==> src/hdl/rob_cfg_pkg.sv <==
`default_nettype none

package rob_cfg_pkg;

    // Register spaces
    localparam int ARCH_REGS  = 32;
    localparam int PHYS_REGS  = 64;

    // Reorder buffer entries
    localparam int ROB_DEPTH  = 16;

    // Every physical register outside the architectural map sits in the free list
    localparam int FREE_DEPTH = PHYS_REGS - ARCH_REGS;

    localparam int ARCH_W     = $clog2(ARCH_REGS);
    localparam int PHYS_W     = $clog2(PHYS_REGS);
    localparam int ROB_IDX_W  = $clog2(ROB_DEPTH);

endpackage

`default_nettype wire

==> src/hdl/rob_types_pkg.sv <==
`default_nettype none

package rob_types_pkg;

    import rob_cfg_pkg::*;

    typedef logic [ARCH_W-1:0]    arch_reg_t;
    typedef logic [PHYS_W-1:0]    phys_reg_t;
    typedef logic [ROB_IDX_W-1:0] rob_idx_t;

    typedef struct packed {
        logic      valid;
        logic      done;
        logic      rd_wen;
        arch_reg_t rd_arch;
        phys_reg_t new_prf;
        phys_reg_t old_prf;
        logic      exception;
        logic      mispred;
    } rob_entry_t;

    // One retired instruction as seen on the commit ports
    typedef struct packed {
        logic      rd_wen;
        arch_reg_t rd_arch;
        phys_reg_t new_prf;
        phys_reg_t old_prf;
    } commit_rec_t;

    typedef phys_reg_t [ARCH_REGS-1:0] arch_map_t;

endpackage

`default_nettype wire

==> src/hdl/rob_if.sv <==
`timescale 1ns/1ns
`default_nettype none

// Renamed instructions into the reorder buffer
interface dispatch_if
    import rob_types_pkg::*;
#(
    parameter int DISP_W = 2
) ();

    logic      [DISP_W-1:0] valid;
    logic      [DISP_W-1:0] rd_wen;
    arch_reg_t [DISP_W-1:0] rd_arch;
    phys_reg_t [DISP_W-1:0] new_prf;
    phys_reg_t [DISP_W-1:0] old_prf;
    logic                   space;
    rob_idx_t  [DISP_W-1:0] rob_idx;

    modport producer (output valid, rd_wen, rd_arch, new_prf, old_prf, input space, rob_idx);
    modport buffer (input valid, rd_wen, rd_arch, new_prf, old_prf, output space, rob_idx);

endinterface

// Registered retirement group and flush pulse
interface commit_if
    import rob_types_pkg::*;
#(
    parameter int COMMIT_W = 2
) ();

    logic      [COMMIT_W-1:0] valid;
    logic      [COMMIT_W-1:0] rd_wen;
    arch_reg_t [COMMIT_W-1:0] rd_arch;
    phys_reg_t [COMMIT_W-1:0] new_prf;
    phys_reg_t [COMMIT_W-1:0] old_prf;
    logic                     flush;
    rob_idx_t                 flush_idx;

    modport driver (output valid, rd_wen, rd_arch, new_prf, old_prf, flush, flush_idx);
    modport committer (input valid, rd_wen, rd_arch, new_prf, old_prf);
    modport observer (input flush);

endinterface

`default_nettype wire

==> src/hdl/rename_stage.sv <==
`timescale 1ns/1ns
`default_nettype none

module rename_stage
    import rob_cfg_pkg::*;
    import rob_types_pkg::*;
#(
    parameter int DISP_W   = 2,
    parameter int COMMIT_W = 2
) (
    input  logic                     clk,
    input  logic                     reset,
    input  logic      [DISP_W-1:0]   disp_valid_i,
    input  logic      [DISP_W-1:0]   disp_rd_wen_i,
    input  arch_reg_t [DISP_W-1:0]   disp_rd_arch_i,
    input  logic      [COMMIT_W-1:0] free_valid_i,
    input  phys_reg_t [COMMIT_W-1:0] free_prf_i,
    input  arch_map_t                arch_map_i,
    output logic                     disp_ready_o,
    dispatch_if.producer             disp,
    commit_if.observer               cm
);

    localparam int FIDX_W = $clog2(FREE_DEPTH);
    localparam int FPTR_W = FIDX_W + 1;

    typedef logic [FPTR_W-1:0] fptr_t;

    arch_map_t   spec_map;
    arch_map_t   spec_map_n;
    phys_reg_t   free_list [FREE_DEPTH];
    fptr_t       spec_head;
    fptr_t       spec_head_n;
    fptr_t       ret_head;
    fptr_t       tail;
    fptr_t       tail_n;
    fptr_t       push_ptr [COMMIT_W];
    fptr_t       avail;
    logic        restore_q;
    logic [DISP_W-1:0] fire;

    assign avail = tail - spec_head;

    // Blocked during the flush pulse and the restore cycle after it
    assign disp_ready_o = disp.space && (avail >= fptr_t'(DISP_W)) && !cm.flush && !restore_q;

    assign fire       = disp_valid_i & {DISP_W{disp_ready_o}};
    assign disp.valid = fire;

    // Later lanes see mappings made by earlier lanes
    always_comb begin
        spec_map_n  = spec_map;
        spec_head_n = spec_head;
        for (int i = 0; i < DISP_W; i++) begin
            disp.rd_wen[i]  = disp_rd_wen_i[i];
            disp.rd_arch[i] = disp_rd_arch_i[i];
            disp.old_prf[i] = spec_map_n[disp_rd_arch_i[i]];
            if (fire[i] && disp_rd_wen_i[i]) begin
                disp.new_prf[i] = free_list[spec_head_n[FIDX_W-1:0]];
                spec_map_n[disp_rd_arch_i[i]] = free_list[spec_head_n[FIDX_W-1:0]];
                spec_head_n = spec_head_n + 1'b1;
            end else begin
                // No destination, mapping stays as it is
                disp.new_prf[i] = spec_map_n[disp_rd_arch_i[i]];
            end
        end
    end

    // Released registers go in at the tail, skipping idle lanes
    always_comb begin
        tail_n = tail;
        for (int i = 0; i < COMMIT_W; i++) begin
            push_ptr[i] = tail_n;
            if (free_valid_i[i]) begin
                tail_n = tail_n + 1'b1;
            end
        end
    end

    always_ff @(posedge clk or posedge reset) begin
        if (reset) begin
            for (int i = 0; i < ARCH_REGS; i++) begin
                spec_map[i] <= phys_reg_t'(i);
            end
            for (int i = 0; i < FREE_DEPTH; i++) begin
                free_list[i] <= phys_reg_t'(ARCH_REGS + i);
            end
            spec_head <= '0;
            ret_head  <= '0;
            tail      <= fptr_t'(FREE_DEPTH);
            restore_q <= 1'b0;
        end else begin
            restore_q <= cm.flush;
            if (restore_q) begin
                spec_map  <= arch_map_i;
                spec_head <= ret_head;
            end else begin
                spec_map  <= spec_map_n;
                spec_head <= spec_head_n;
            end
            for (int i = 0; i < COMMIT_W; i++) begin
                if (free_valid_i[i]) begin
                    free_list[push_ptr[i][FIDX_W-1:0]] <= free_prf_i[i];
                end
            end
            tail <= tail_n;
            // One committed allocation per release
            ret_head <= ret_head + (tail_n - tail);
        end
    end

endmodule

`default_nettype wire

==> src/hdl/reorder_buffer.sv <==
`timescale 1ns/1ns
`default_nettype none

module reorder_buffer
    import rob_cfg_pkg::*;
    import rob_types_pkg::*;
#(
    parameter int DISP_W   = 2,
    parameter int COMMIT_W = 2,
    parameter int WB_W     = 2
) (
    input  logic                 clk,
    input  logic                 reset,
    input  logic     [WB_W-1:0]  wb_valid_i,
    input  rob_idx_t [WB_W-1:0]  wb_idx_i,
    input  logic     [WB_W-1:0]  wb_exception_i,
    input  logic     [WB_W-1:0]  wb_mispred_i,
    dispatch_if.buffer           disp,
    commit_if.driver             cm
);

    typedef logic [ROB_IDX_W:0] cnt_t;

    rob_entry_t          rob_q [ROB_DEPTH];
    rob_idx_t            head;
    rob_idx_t            tail;
    rob_idx_t            tail_n;
    cnt_t                count;
    cnt_t                n_alloc;
    cnt_t                n_retire;
    rob_idx_t            ridx [COMMIT_W];
    logic [COMMIT_W-1:0] retire_en;
    logic                flush_n;
    rob_idx_t            flush_idx_n;
    logic                stop;

    assign disp.space = (cnt_t'(ROB_DEPTH) - count) >= cnt_t'(DISP_W);

    // Allocation in lane order
    always_comb begin
        tail_n  = tail;
        n_alloc = '0;
        for (int i = 0; i < DISP_W; i++) begin
            disp.rob_idx[i] = tail_n;
            if (disp.valid[i]) begin
                tail_n  = tail_n + 1'b1;
                n_alloc = n_alloc + 1'b1;
            end
        end
    end

    // Retire a contiguous run of done entries from the head
    always_comb begin
        retire_en   = '0;
        n_retire    = '0;
        flush_n     = 1'b0;
        flush_idx_n = head;
        stop        = 1'b0;
        for (int i = 0; i < COMMIT_W; i++) begin
            ridx[i] = head + rob_idx_t'(i);
            if (!stop && rob_q[ridx[i]].valid && rob_q[ridx[i]].done) begin
                retire_en[i] = 1'b1;
                n_retire     = n_retire + 1'b1;
                // A flagged entry closes the group
                if (rob_q[ridx[i]].exception || rob_q[ridx[i]].mispred) begin
                    flush_n     = 1'b1;
                    flush_idx_n = ridx[i];
                    stop        = 1'b1;
                end
            end else begin
                stop = 1'b1;
            end
        end
    end

    always_ff @(posedge clk or posedge reset) begin
        if (reset) begin
            head     <= '0;
            tail     <= '0;
            count    <= '0;
            cm.valid <= '0;
            cm.flush <= 1'b0;
            for (int i = 0; i < ROB_DEPTH; i++) begin
                rob_q[i].valid <= 1'b0;
                rob_q[i].done  <= 1'b0;
            end
        end else begin
            for (int i = 0; i < WB_W; i++) begin
                if (wb_valid_i[i]) begin
                    rob_q[wb_idx_i[i]].done      <= 1'b1;
                    rob_q[wb_idx_i[i]].exception <= wb_exception_i[i];
                    rob_q[wb_idx_i[i]].mispred   <= wb_mispred_i[i];
                end
            end
            for (int i = 0; i < DISP_W; i++) begin
                if (disp.valid[i]) begin
                    rob_q[disp.rob_idx[i]] <= '{valid:     1'b1,
                                               done:      1'b0,
                                               rd_wen:    disp.rd_wen[i],
                                               rd_arch:   disp.rd_arch[i],
                                               new_prf:   disp.new_prf[i],
                                               old_prf:   disp.old_prf[i],
                                               exception: 1'b0,
                                               mispred:   1'b0};
                end
            end
            for (int i = 0; i < COMMIT_W; i++) begin
                if (retire_en[i]) begin
                    rob_q[ridx[i]].valid <= 1'b0;
                end
            end
            cm.valid <= retire_en;
            cm.flush <= flush_n;
            if (flush_n) begin
                // Younger entries, including this cycle's dispatch, are dropped
                head  <= '0;
                tail  <= '0;
                count <= '0;
                for (int i = 0; i < ROB_DEPTH; i++) begin
                    rob_q[i].valid <= 1'b0;
                end
            end else begin
                head  <= head + n_retire[ROB_IDX_W-1:0];
                tail  <= tail_n;
                count <= count + n_alloc - n_retire;
            end
        end
    end

    always_ff @(posedge clk) begin
        for (int i = 0; i < COMMIT_W; i++) begin
            cm.rd_wen[i]  <= rob_q[ridx[i]].rd_wen;
            cm.rd_arch[i] <= rob_q[ridx[i]].rd_arch;
            cm.new_prf[i] <= rob_q[ridx[i]].new_prf;
            cm.old_prf[i] <= rob_q[ridx[i]].old_prf;
        end
        cm.flush_idx <= flush_idx_n;
    end

endmodule

`default_nettype wire

==> src/hdl/commit_stage.sv <==
`timescale 1ns/1ns
`default_nettype none

module commit_stage
    import rob_cfg_pkg::*;
    import rob_types_pkg::*;
#(
    parameter int COMMIT_W = 2
) (
    input  logic                     clk,
    input  logic                     reset,
    commit_if.committer              cm,
    output logic      [COMMIT_W-1:0] commit_valid_o,
    output logic      [COMMIT_W-1:0] commit_rd_wen_o,
    output arch_reg_t [COMMIT_W-1:0] commit_rd_arch_o,
    output phys_reg_t [COMMIT_W-1:0] commit_new_prf_o,
    output phys_reg_t [COMMIT_W-1:0] commit_old_prf_o,
    output logic      [COMMIT_W-1:0] free_valid_o,
    output phys_reg_t [COMMIT_W-1:0] free_prf_o,
    output arch_map_t                arch_map_o
);

    arch_map_t           arch_map_q;
    logic [COMMIT_W-1:0] map_wr;

    // Only lanes with a destination touch the map
    assign map_wr = cm.valid & cm.rd_wen;

    // The replaced mapping is free once its writer commits
    assign free_valid_o = map_wr;
    assign free_prf_o   = cm.old_prf;

    assign commit_valid_o   = cm.valid;
    assign commit_rd_wen_o  = cm.rd_wen;
    assign commit_rd_arch_o = cm.rd_arch;
    assign commit_new_prf_o = cm.new_prf;
    assign commit_old_prf_o = cm.old_prf;

    assign arch_map_o = arch_map_q;

    always_ff @(posedge clk or posedge reset) begin
        if (reset) begin
            for (int i = 0; i < ARCH_REGS; i++) begin
                arch_map_q[i] <= phys_reg_t'(i);
            end
        end else begin
            // Later lane wins on the same destination
            for (int i = 0; i < COMMIT_W; i++) begin
                if (map_wr[i]) begin
                    arch_map_q[cm.rd_arch[i]] <= cm.new_prf[i];
                end
            end
        end
    end

endmodule

`default_nettype wire

==> src/hdl/retire_unit.sv <==
`timescale 1ns/1ns
`default_nettype none

module retire_unit
    import rob_types_pkg::*;
#(
    parameter int DISP_W   = 2,
    parameter int COMMIT_W = 2,
    parameter int WB_W     = 2
) (
    input  logic                     clk,
    input  logic                     reset,
    input  logic      [DISP_W-1:0]   disp_valid_i,
    input  logic      [DISP_W-1:0]   disp_rd_wen_i,
    input  arch_reg_t [DISP_W-1:0]   disp_rd_arch_i,
    output logic                     disp_ready_o,
    output rob_idx_t  [DISP_W-1:0]   disp_idx_o,
    input  logic      [WB_W-1:0]     wb_valid_i,
    input  rob_idx_t  [WB_W-1:0]     wb_idx_i,
    input  logic      [WB_W-1:0]     wb_exception_i,
    input  logic      [WB_W-1:0]     wb_mispred_i,
    output logic      [COMMIT_W-1:0] commit_valid_o,
    output logic      [COMMIT_W-1:0] commit_rd_wen_o,
    output arch_reg_t [COMMIT_W-1:0] commit_rd_arch_o,
    output phys_reg_t [COMMIT_W-1:0] commit_new_prf_o,
    output phys_reg_t [COMMIT_W-1:0] commit_old_prf_o,
    output logic                     flush_o,
    output rob_idx_t                 flush_idx_o
);

    logic      [COMMIT_W-1:0] free_valid;
    phys_reg_t [COMMIT_W-1:0] free_prf;
    arch_map_t                arch_map;

    dispatch_if #(.DISP_W(DISP_W))     disp_bus ();
    commit_if   #(.COMMIT_W(COMMIT_W)) commit_bus ();

    assign disp_idx_o  = disp_bus.rob_idx;
    assign flush_o     = commit_bus.flush;
    assign flush_idx_o = commit_bus.flush_idx;

    rename_stage #(
        .DISP_W   (DISP_W),
        .COMMIT_W (COMMIT_W)
    ) rename_i (
        .clk            (clk),
        .reset          (reset),
        .disp_valid_i   (disp_valid_i),
        .disp_rd_wen_i  (disp_rd_wen_i),
        .disp_rd_arch_i (disp_rd_arch_i),
        .free_valid_i   (free_valid),
        .free_prf_i     (free_prf),
        .arch_map_i     (arch_map),
        .disp_ready_o   (disp_ready_o),
        .disp           (disp_bus.producer),
        .cm             (commit_bus.observer)
    );

    reorder_buffer #(
        .DISP_W   (DISP_W),
        .COMMIT_W (COMMIT_W),
        .WB_W     (WB_W)
    ) rob_i (
        .clk            (clk),
        .reset          (reset),
        .wb_valid_i     (wb_valid_i),
        .wb_idx_i       (wb_idx_i),
        .wb_exception_i (wb_exception_i),
        .wb_mispred_i   (wb_mispred_i),
        .disp           (disp_bus.buffer),
        .cm             (commit_bus.driver)
    );

    commit_stage #(
        .COMMIT_W (COMMIT_W)
    ) commit_i (
        .clk              (clk),
        .reset            (reset),
        .cm               (commit_bus.committer),
        .commit_valid_o   (commit_valid_o),
        .commit_rd_wen_o  (commit_rd_wen_o),
        .commit_rd_arch_o (commit_rd_arch_o),
        .commit_new_prf_o (commit_new_prf_o),
        .commit_old_prf_o (commit_old_prf_o),
        .free_valid_o     (free_valid),
        .free_prf_o       (free_prf),
        .arch_map_o       (arch_map)
    );

endmodule

`default_nettype wire

==> config.mk <==
export PLATFORM = sky130hd
export DESIGN_NAME = retire_unit
export DESIGN_NICKNAME = d
export VERILOG_FILES = /design/src/hdl/rob_cfg_pkg.sv /design/src/hdl/rob_types_pkg.sv /design/src/hdl/rob_if.sv /design/src/hdl/rename_stage.sv /design/src/hdl/reorder_buffer.sv /design/src/hdl/commit_stage.sv /design/src/hdl/retire_unit.sv
export SDC_FILE = /design/constraint.sdc
export NUM_CORES = 2
export LEC_CHECK = 0
export BUFFER_PORTS_ARGS = -buffer_cell sky130_fd_sc_hd__buf_2
export CAP_MARGIN = 20
export CORE_ASPECT_RATIO = 1.2
export CORE_MARGIN = 2
export CORE_UTILIZATION = 65
export DETAILED_ROUTE_END_ITERATION = 10
export PLACE_DENSITY = 0.82
export REMOVE_ABC_BUFFERS = 1
export SYNTH_ARGS = -nofsm -noshare
export SYNTH_HDL_FRONTEND = slang
export SYNTH_SLANG_ARGS = --single-unit
==> constraint.sdc <==
create_clock -name clk -period 62.6 [get_ports clk]
set_input_delay 9.39 -clock clk [delete_from_list [all_inputs] [get_ports clk]]
set_output_delay 9.39 -clock clk [all_outputs]
set_load 0.02 [all_outputs]
**Yosys cells after proc, flatten, opt, wreduce, memory -nomap -nowiden**

Cells that the tools add are included.
Widths: inputs -> output; s select.

- Multiplexer cells: 118
- Magnitude comparators: 28
- Equal/unequal tests: 0
- Multiply operators: 0
- Add/subtract/negate cells: 16
- Div/mod/pow operators: 0
- Bitwise gates (word level): 12
- Shift operators: 0
- Reduce and logical (&&, ||, !) cells: 25

Operators by type and width:

| cell | count |
|---|---|
| $bwmux 352 | 10 |
| $mux 352 | 6 |
| $mux 192 | 7 |
| $bwmux 192 | 6 |
| $demux 22 s4 | 10 |
| $demux 6 s5 | 6 |
| $bmux 22 s4 | 2 |
| $mux 22 | 8 |
| $bmux 6 s5 | 4 |
| $mux 6 | 19 |
| $mux 21 | 2 |
| $ge 5x5->1 const B | 6 |
| $lt 5x1->1 const B | 6 |
| $not 4->5 | 6 |
| $mux 1 | 27 |
| $add 6x1->6 const B | 4 |
| $ge 6x6->1 const B | 4 |
| $lt 5x6->1 const B | 4 |
| $mux 4 | 6 |
| $not 5->6 | 4 |
| $ge 5x1->1 const B | 4 |
| $logic_and 1x1->1 | 20 |
| $mux 5 | 3 |
| $add 4x1->4 const B | 3 |
| 14 further kinds | 22 |

- Register bits after elaboration: 1003
- Output and inout port bits: 52
- Bits in latches: 0
- Input bits: 30
- ROM bits: 0
- Memories: 0
- Memory bits (writable): 0
- Logic and storage cells: 440

**Depth between registers and ports, before layout**

- Word-level depth: 22
- Gate-level depth with buffers: 26
- Mapped depth without buffers: 20

**By module**

Synthesis repeated with hierarchy kept, for this count alone.

- Cells, all modules: 6913
- Area, all modules: 67811.3 µm²

Modules (own cells, without submodules):

| module | times used | area an instance (µm²) | cells an instance | seq. area each (µm²) |
|---|---|---|---|---|
| rename_stage | 1 | 31285.0 | 3390 | 10326.2 |
| reorder_buffer | 1 | 25772.2 | 2231 | 11611.1 |
| commit_stage | 1 | 10754.1 | 1292 | 4904.7 |

**Worst setup path after synthesis**

No wires, ideal clock.

- Kind: input to register
- Start point: input port reset
- End point: register rob_i.rob_q[0] (netlist name), enable pin
- Arrival: 28.385 ns
- Library setup time: 1.322 ns
- Buffers on the path: 0
- Required time: 61.278 ns
- Cell stages on the path: 1
- Slack: 32.893 ns
- Path through: inv_1

RTL lines:

| item | line | source |
|---|---|---|
| start, declared | retire_unit.sv:12 | `input logic reset,` |
| end signal, assigned by index | reorder_buffer.sv:97 | `rob_q[disp.rob_idx[i]] <= '{valid: 1'b1,` |
| end, declared | reorder_buffer.sv:24 | `rob_entry_t rob_q [ROB_DEPTH];` |

No word-level cell between the ends.

==> run summary <==
crit share post-route: 33.1%
post_cts resized: 0
share of cells above drive strength 1: 17.0%
Synthesis Warnings: 0
global-route wire length before repair: 356 mm
min-delay worst type: register to register
Critical Path AT: 11.31 ns
Initial Util: 65.6%
H-Tree Depth: 3
crit end category: primary output
via/cell ratio: 7.41
Leak: 0.0265 µW
Final Hold Viols: 0
Die Height: 346 µm
status: completed
Gate Count Post-Synth: 6605
Fillers: 7106
pwr/cell area: 21.6 nW/µm²
root buffer cell: clkbuf_16
CTS Buf Count: 102
I/O pin cnt: 82
die width: 289 µm
IO Port Bufs: 81
area delta synth->final: 8.16%
GRT Util Overall: 47.9%
Synth Cell Area: 63400 µm²
vias in the first global route: 55175
die footprint: 100000 µm²
CTS tree: yes
drt pass-1 iters: 8
setup TNS: 0 ns
Post-synth EDFFs: 320
post-CTS setup buffers: 0
clk sinks: 1003
Worst-path clk slew: 0.07 ns
fmax: 0.0483 GHz
Slew @ Worst Pin: 1.32 ns
area of the core: 96700 µm²
WL/cell: 31.1 µm
Routability Congestion: 1.13
Max Slew Vio Count: 0
ys flop type: dfrtp_1
global route total overflow: 0
pin count of the biggest net entering global routing: 175
Final Setup Violations: 0
commonest non-fill, non-tap cell in the layout: nand2_1
Yosys cell types: 87
Layout Skew: 0.0302 ns
startpoint types: input pin
Worst Path Required: 53.21 ns
post-route cell area: 68500 µm²
via count: 57429
Max-Cap Viols: 0
Nets: 6467
sequential area share after synthesis: 42.4%
Final Routed Wirelength: 241 mm
Syn Area/Cell: 9.59 µm²
post-DP HPWL: 159 mm
fin crit period: 20.70 ns
antenna-violating nets left: 0
DRC: 0
initial antenna violation count: 14
DRT iter0 DRCs: 9918
clk_lat worst skew: 0.72 ns
hold_buf cts: 0
#FFs+latches synth: 1003
Peak VDD IR: 23.2 µV
most frequent cells in the layout: nand2_1, nor2_1, mux2i_1, o21ai_0, a21oi_1
CTS max path bufs: 3
peak fanout along the critical path: 27
RSZ-0062 raised after global routing: no
FP Rows: 125
asr flop ratio synth: 64.1%
DP Area: 64700 µm²
slew margin rel.: 11.4%
critical path class: input pin to primary output
-- cells in the mapped netlist, types with 103 or more instances --
master,instances,area share [%]
dfrtp_1,370,15
clkbuf_1,480,2.8
mux2i_1,717,11
nand2_1,1014,6.0
dfstp_2,273,11
o211ai_1,103,1.2
a31oi_1,107,1.1
o21ai_0,564,4.5
nor2_1,813,4.8
a21oi_1,477,3.8
a211oi_1,144,1.7
edfxtp_1,320,15
mux4_2,290,10
-- per-stage QoR --
stage	total power (µW)	hold WS [ns]	setup WS (ns)	cells	utilization [%]
after floorplan	776	0.450	27.13	6029	-
after global placement	815	0.441	42.11	7535	66.8
after detailed placement	818	0.445	42.07	7539	66.9
after CTS	1470	0.462	42.05	7733	70.6
after global routing	1510	0.473	41.80	7749	70.9
final	1480	0.459	41.90	7755	70.9
-- state kept, by name, summed over array words and instances (netlist names), 5 cells and up --
name                 cells
rob_i.count              5
commit_i.arch_map_o    192
rename_i.spec_head       6
rob_i.cm.old_prf        12
rob_i.rob_q            352
rename_i.tail            6
rob_i.cm.new_prf        12
rename_i.spec_map      192
rename_i.ret_head        6
rename_i.free_list     192
rob_i.cm.rd_arch        10
-- power breakdown --
group	leakage (µW)	internal (µW)	total [µW]	switching, µW
logic	0.0140	31.3	107	76.0
clock network	0.00176	385	670	285
registers	0.0107	695	706	11.5
-- kinds of logic after synthesis --
logic type / after synthesis / synth area share [%]
compound gates: 1667 / 15.8
xor+xnor: 43 / 0.594
fa+ha+maj: 50 / 1.09
buf+inv: 647 / 3.96
flops: 1003 / 42.4
mux: 1035 / 22.2
simple gates: 2160 / 14.1
-- routing by layer --
metal	vias to the layer above	wire length, µm	global-route usage (%)
li1	23635	-	-
met5	-	130	0.147
met4	18	21400	33.8
met2	5016	105000	70.5
met3	1322	32100	13.6
met1	27438	82500	61.0
-- worst max-delay path, stage by stage --
cell	delay, ns
buf_2	0.22
nand2_1	0.33
inv_2	0.45
nand2_1	0.36
xnor2_1	0.34
buf_2	0.22
-- worst paths after layout --
kind | start | endpoint | slack (ns) | cells past startpoint
max in group asynchronous | reset | commit_i.arch_map_o[89] | 49.71 | 6
min | rob_i.cm.flush | rename_i.restore_q | 0.46 | 0
max reg2reg | rename_i.spec_head[0] | rob_i.rob_q[56] | 55.48 | 15
max | disp_valid_i[0] | disp_idx_o[6] | 41.90 | 6
min reg2reg | rob_i.cm.flush | rename_i.restore_q | 0.46 | 0
min in group asynchronous | reset | rob_i.cm.flush | 8.86 | 2
-- cell type report --
type | count | area, µm² | area share (%)
multi-input cells | 4955 | 34300 | 50.0
clock inverters | 44 | 589 | 0.860
well taps | 1270 | 1590 | 2.32
diodes | 8 | 20.0 | 0.0292
clock buffers | 150 | 3010 | 4.40
flip-flops and latches | 1003 | 26900 | 39.2
inverters | 71 | 274 | 0.400
repair buffers | 254 | 1890 | 2.76
No activity file was read; power rests on OpenSTA's default activity.
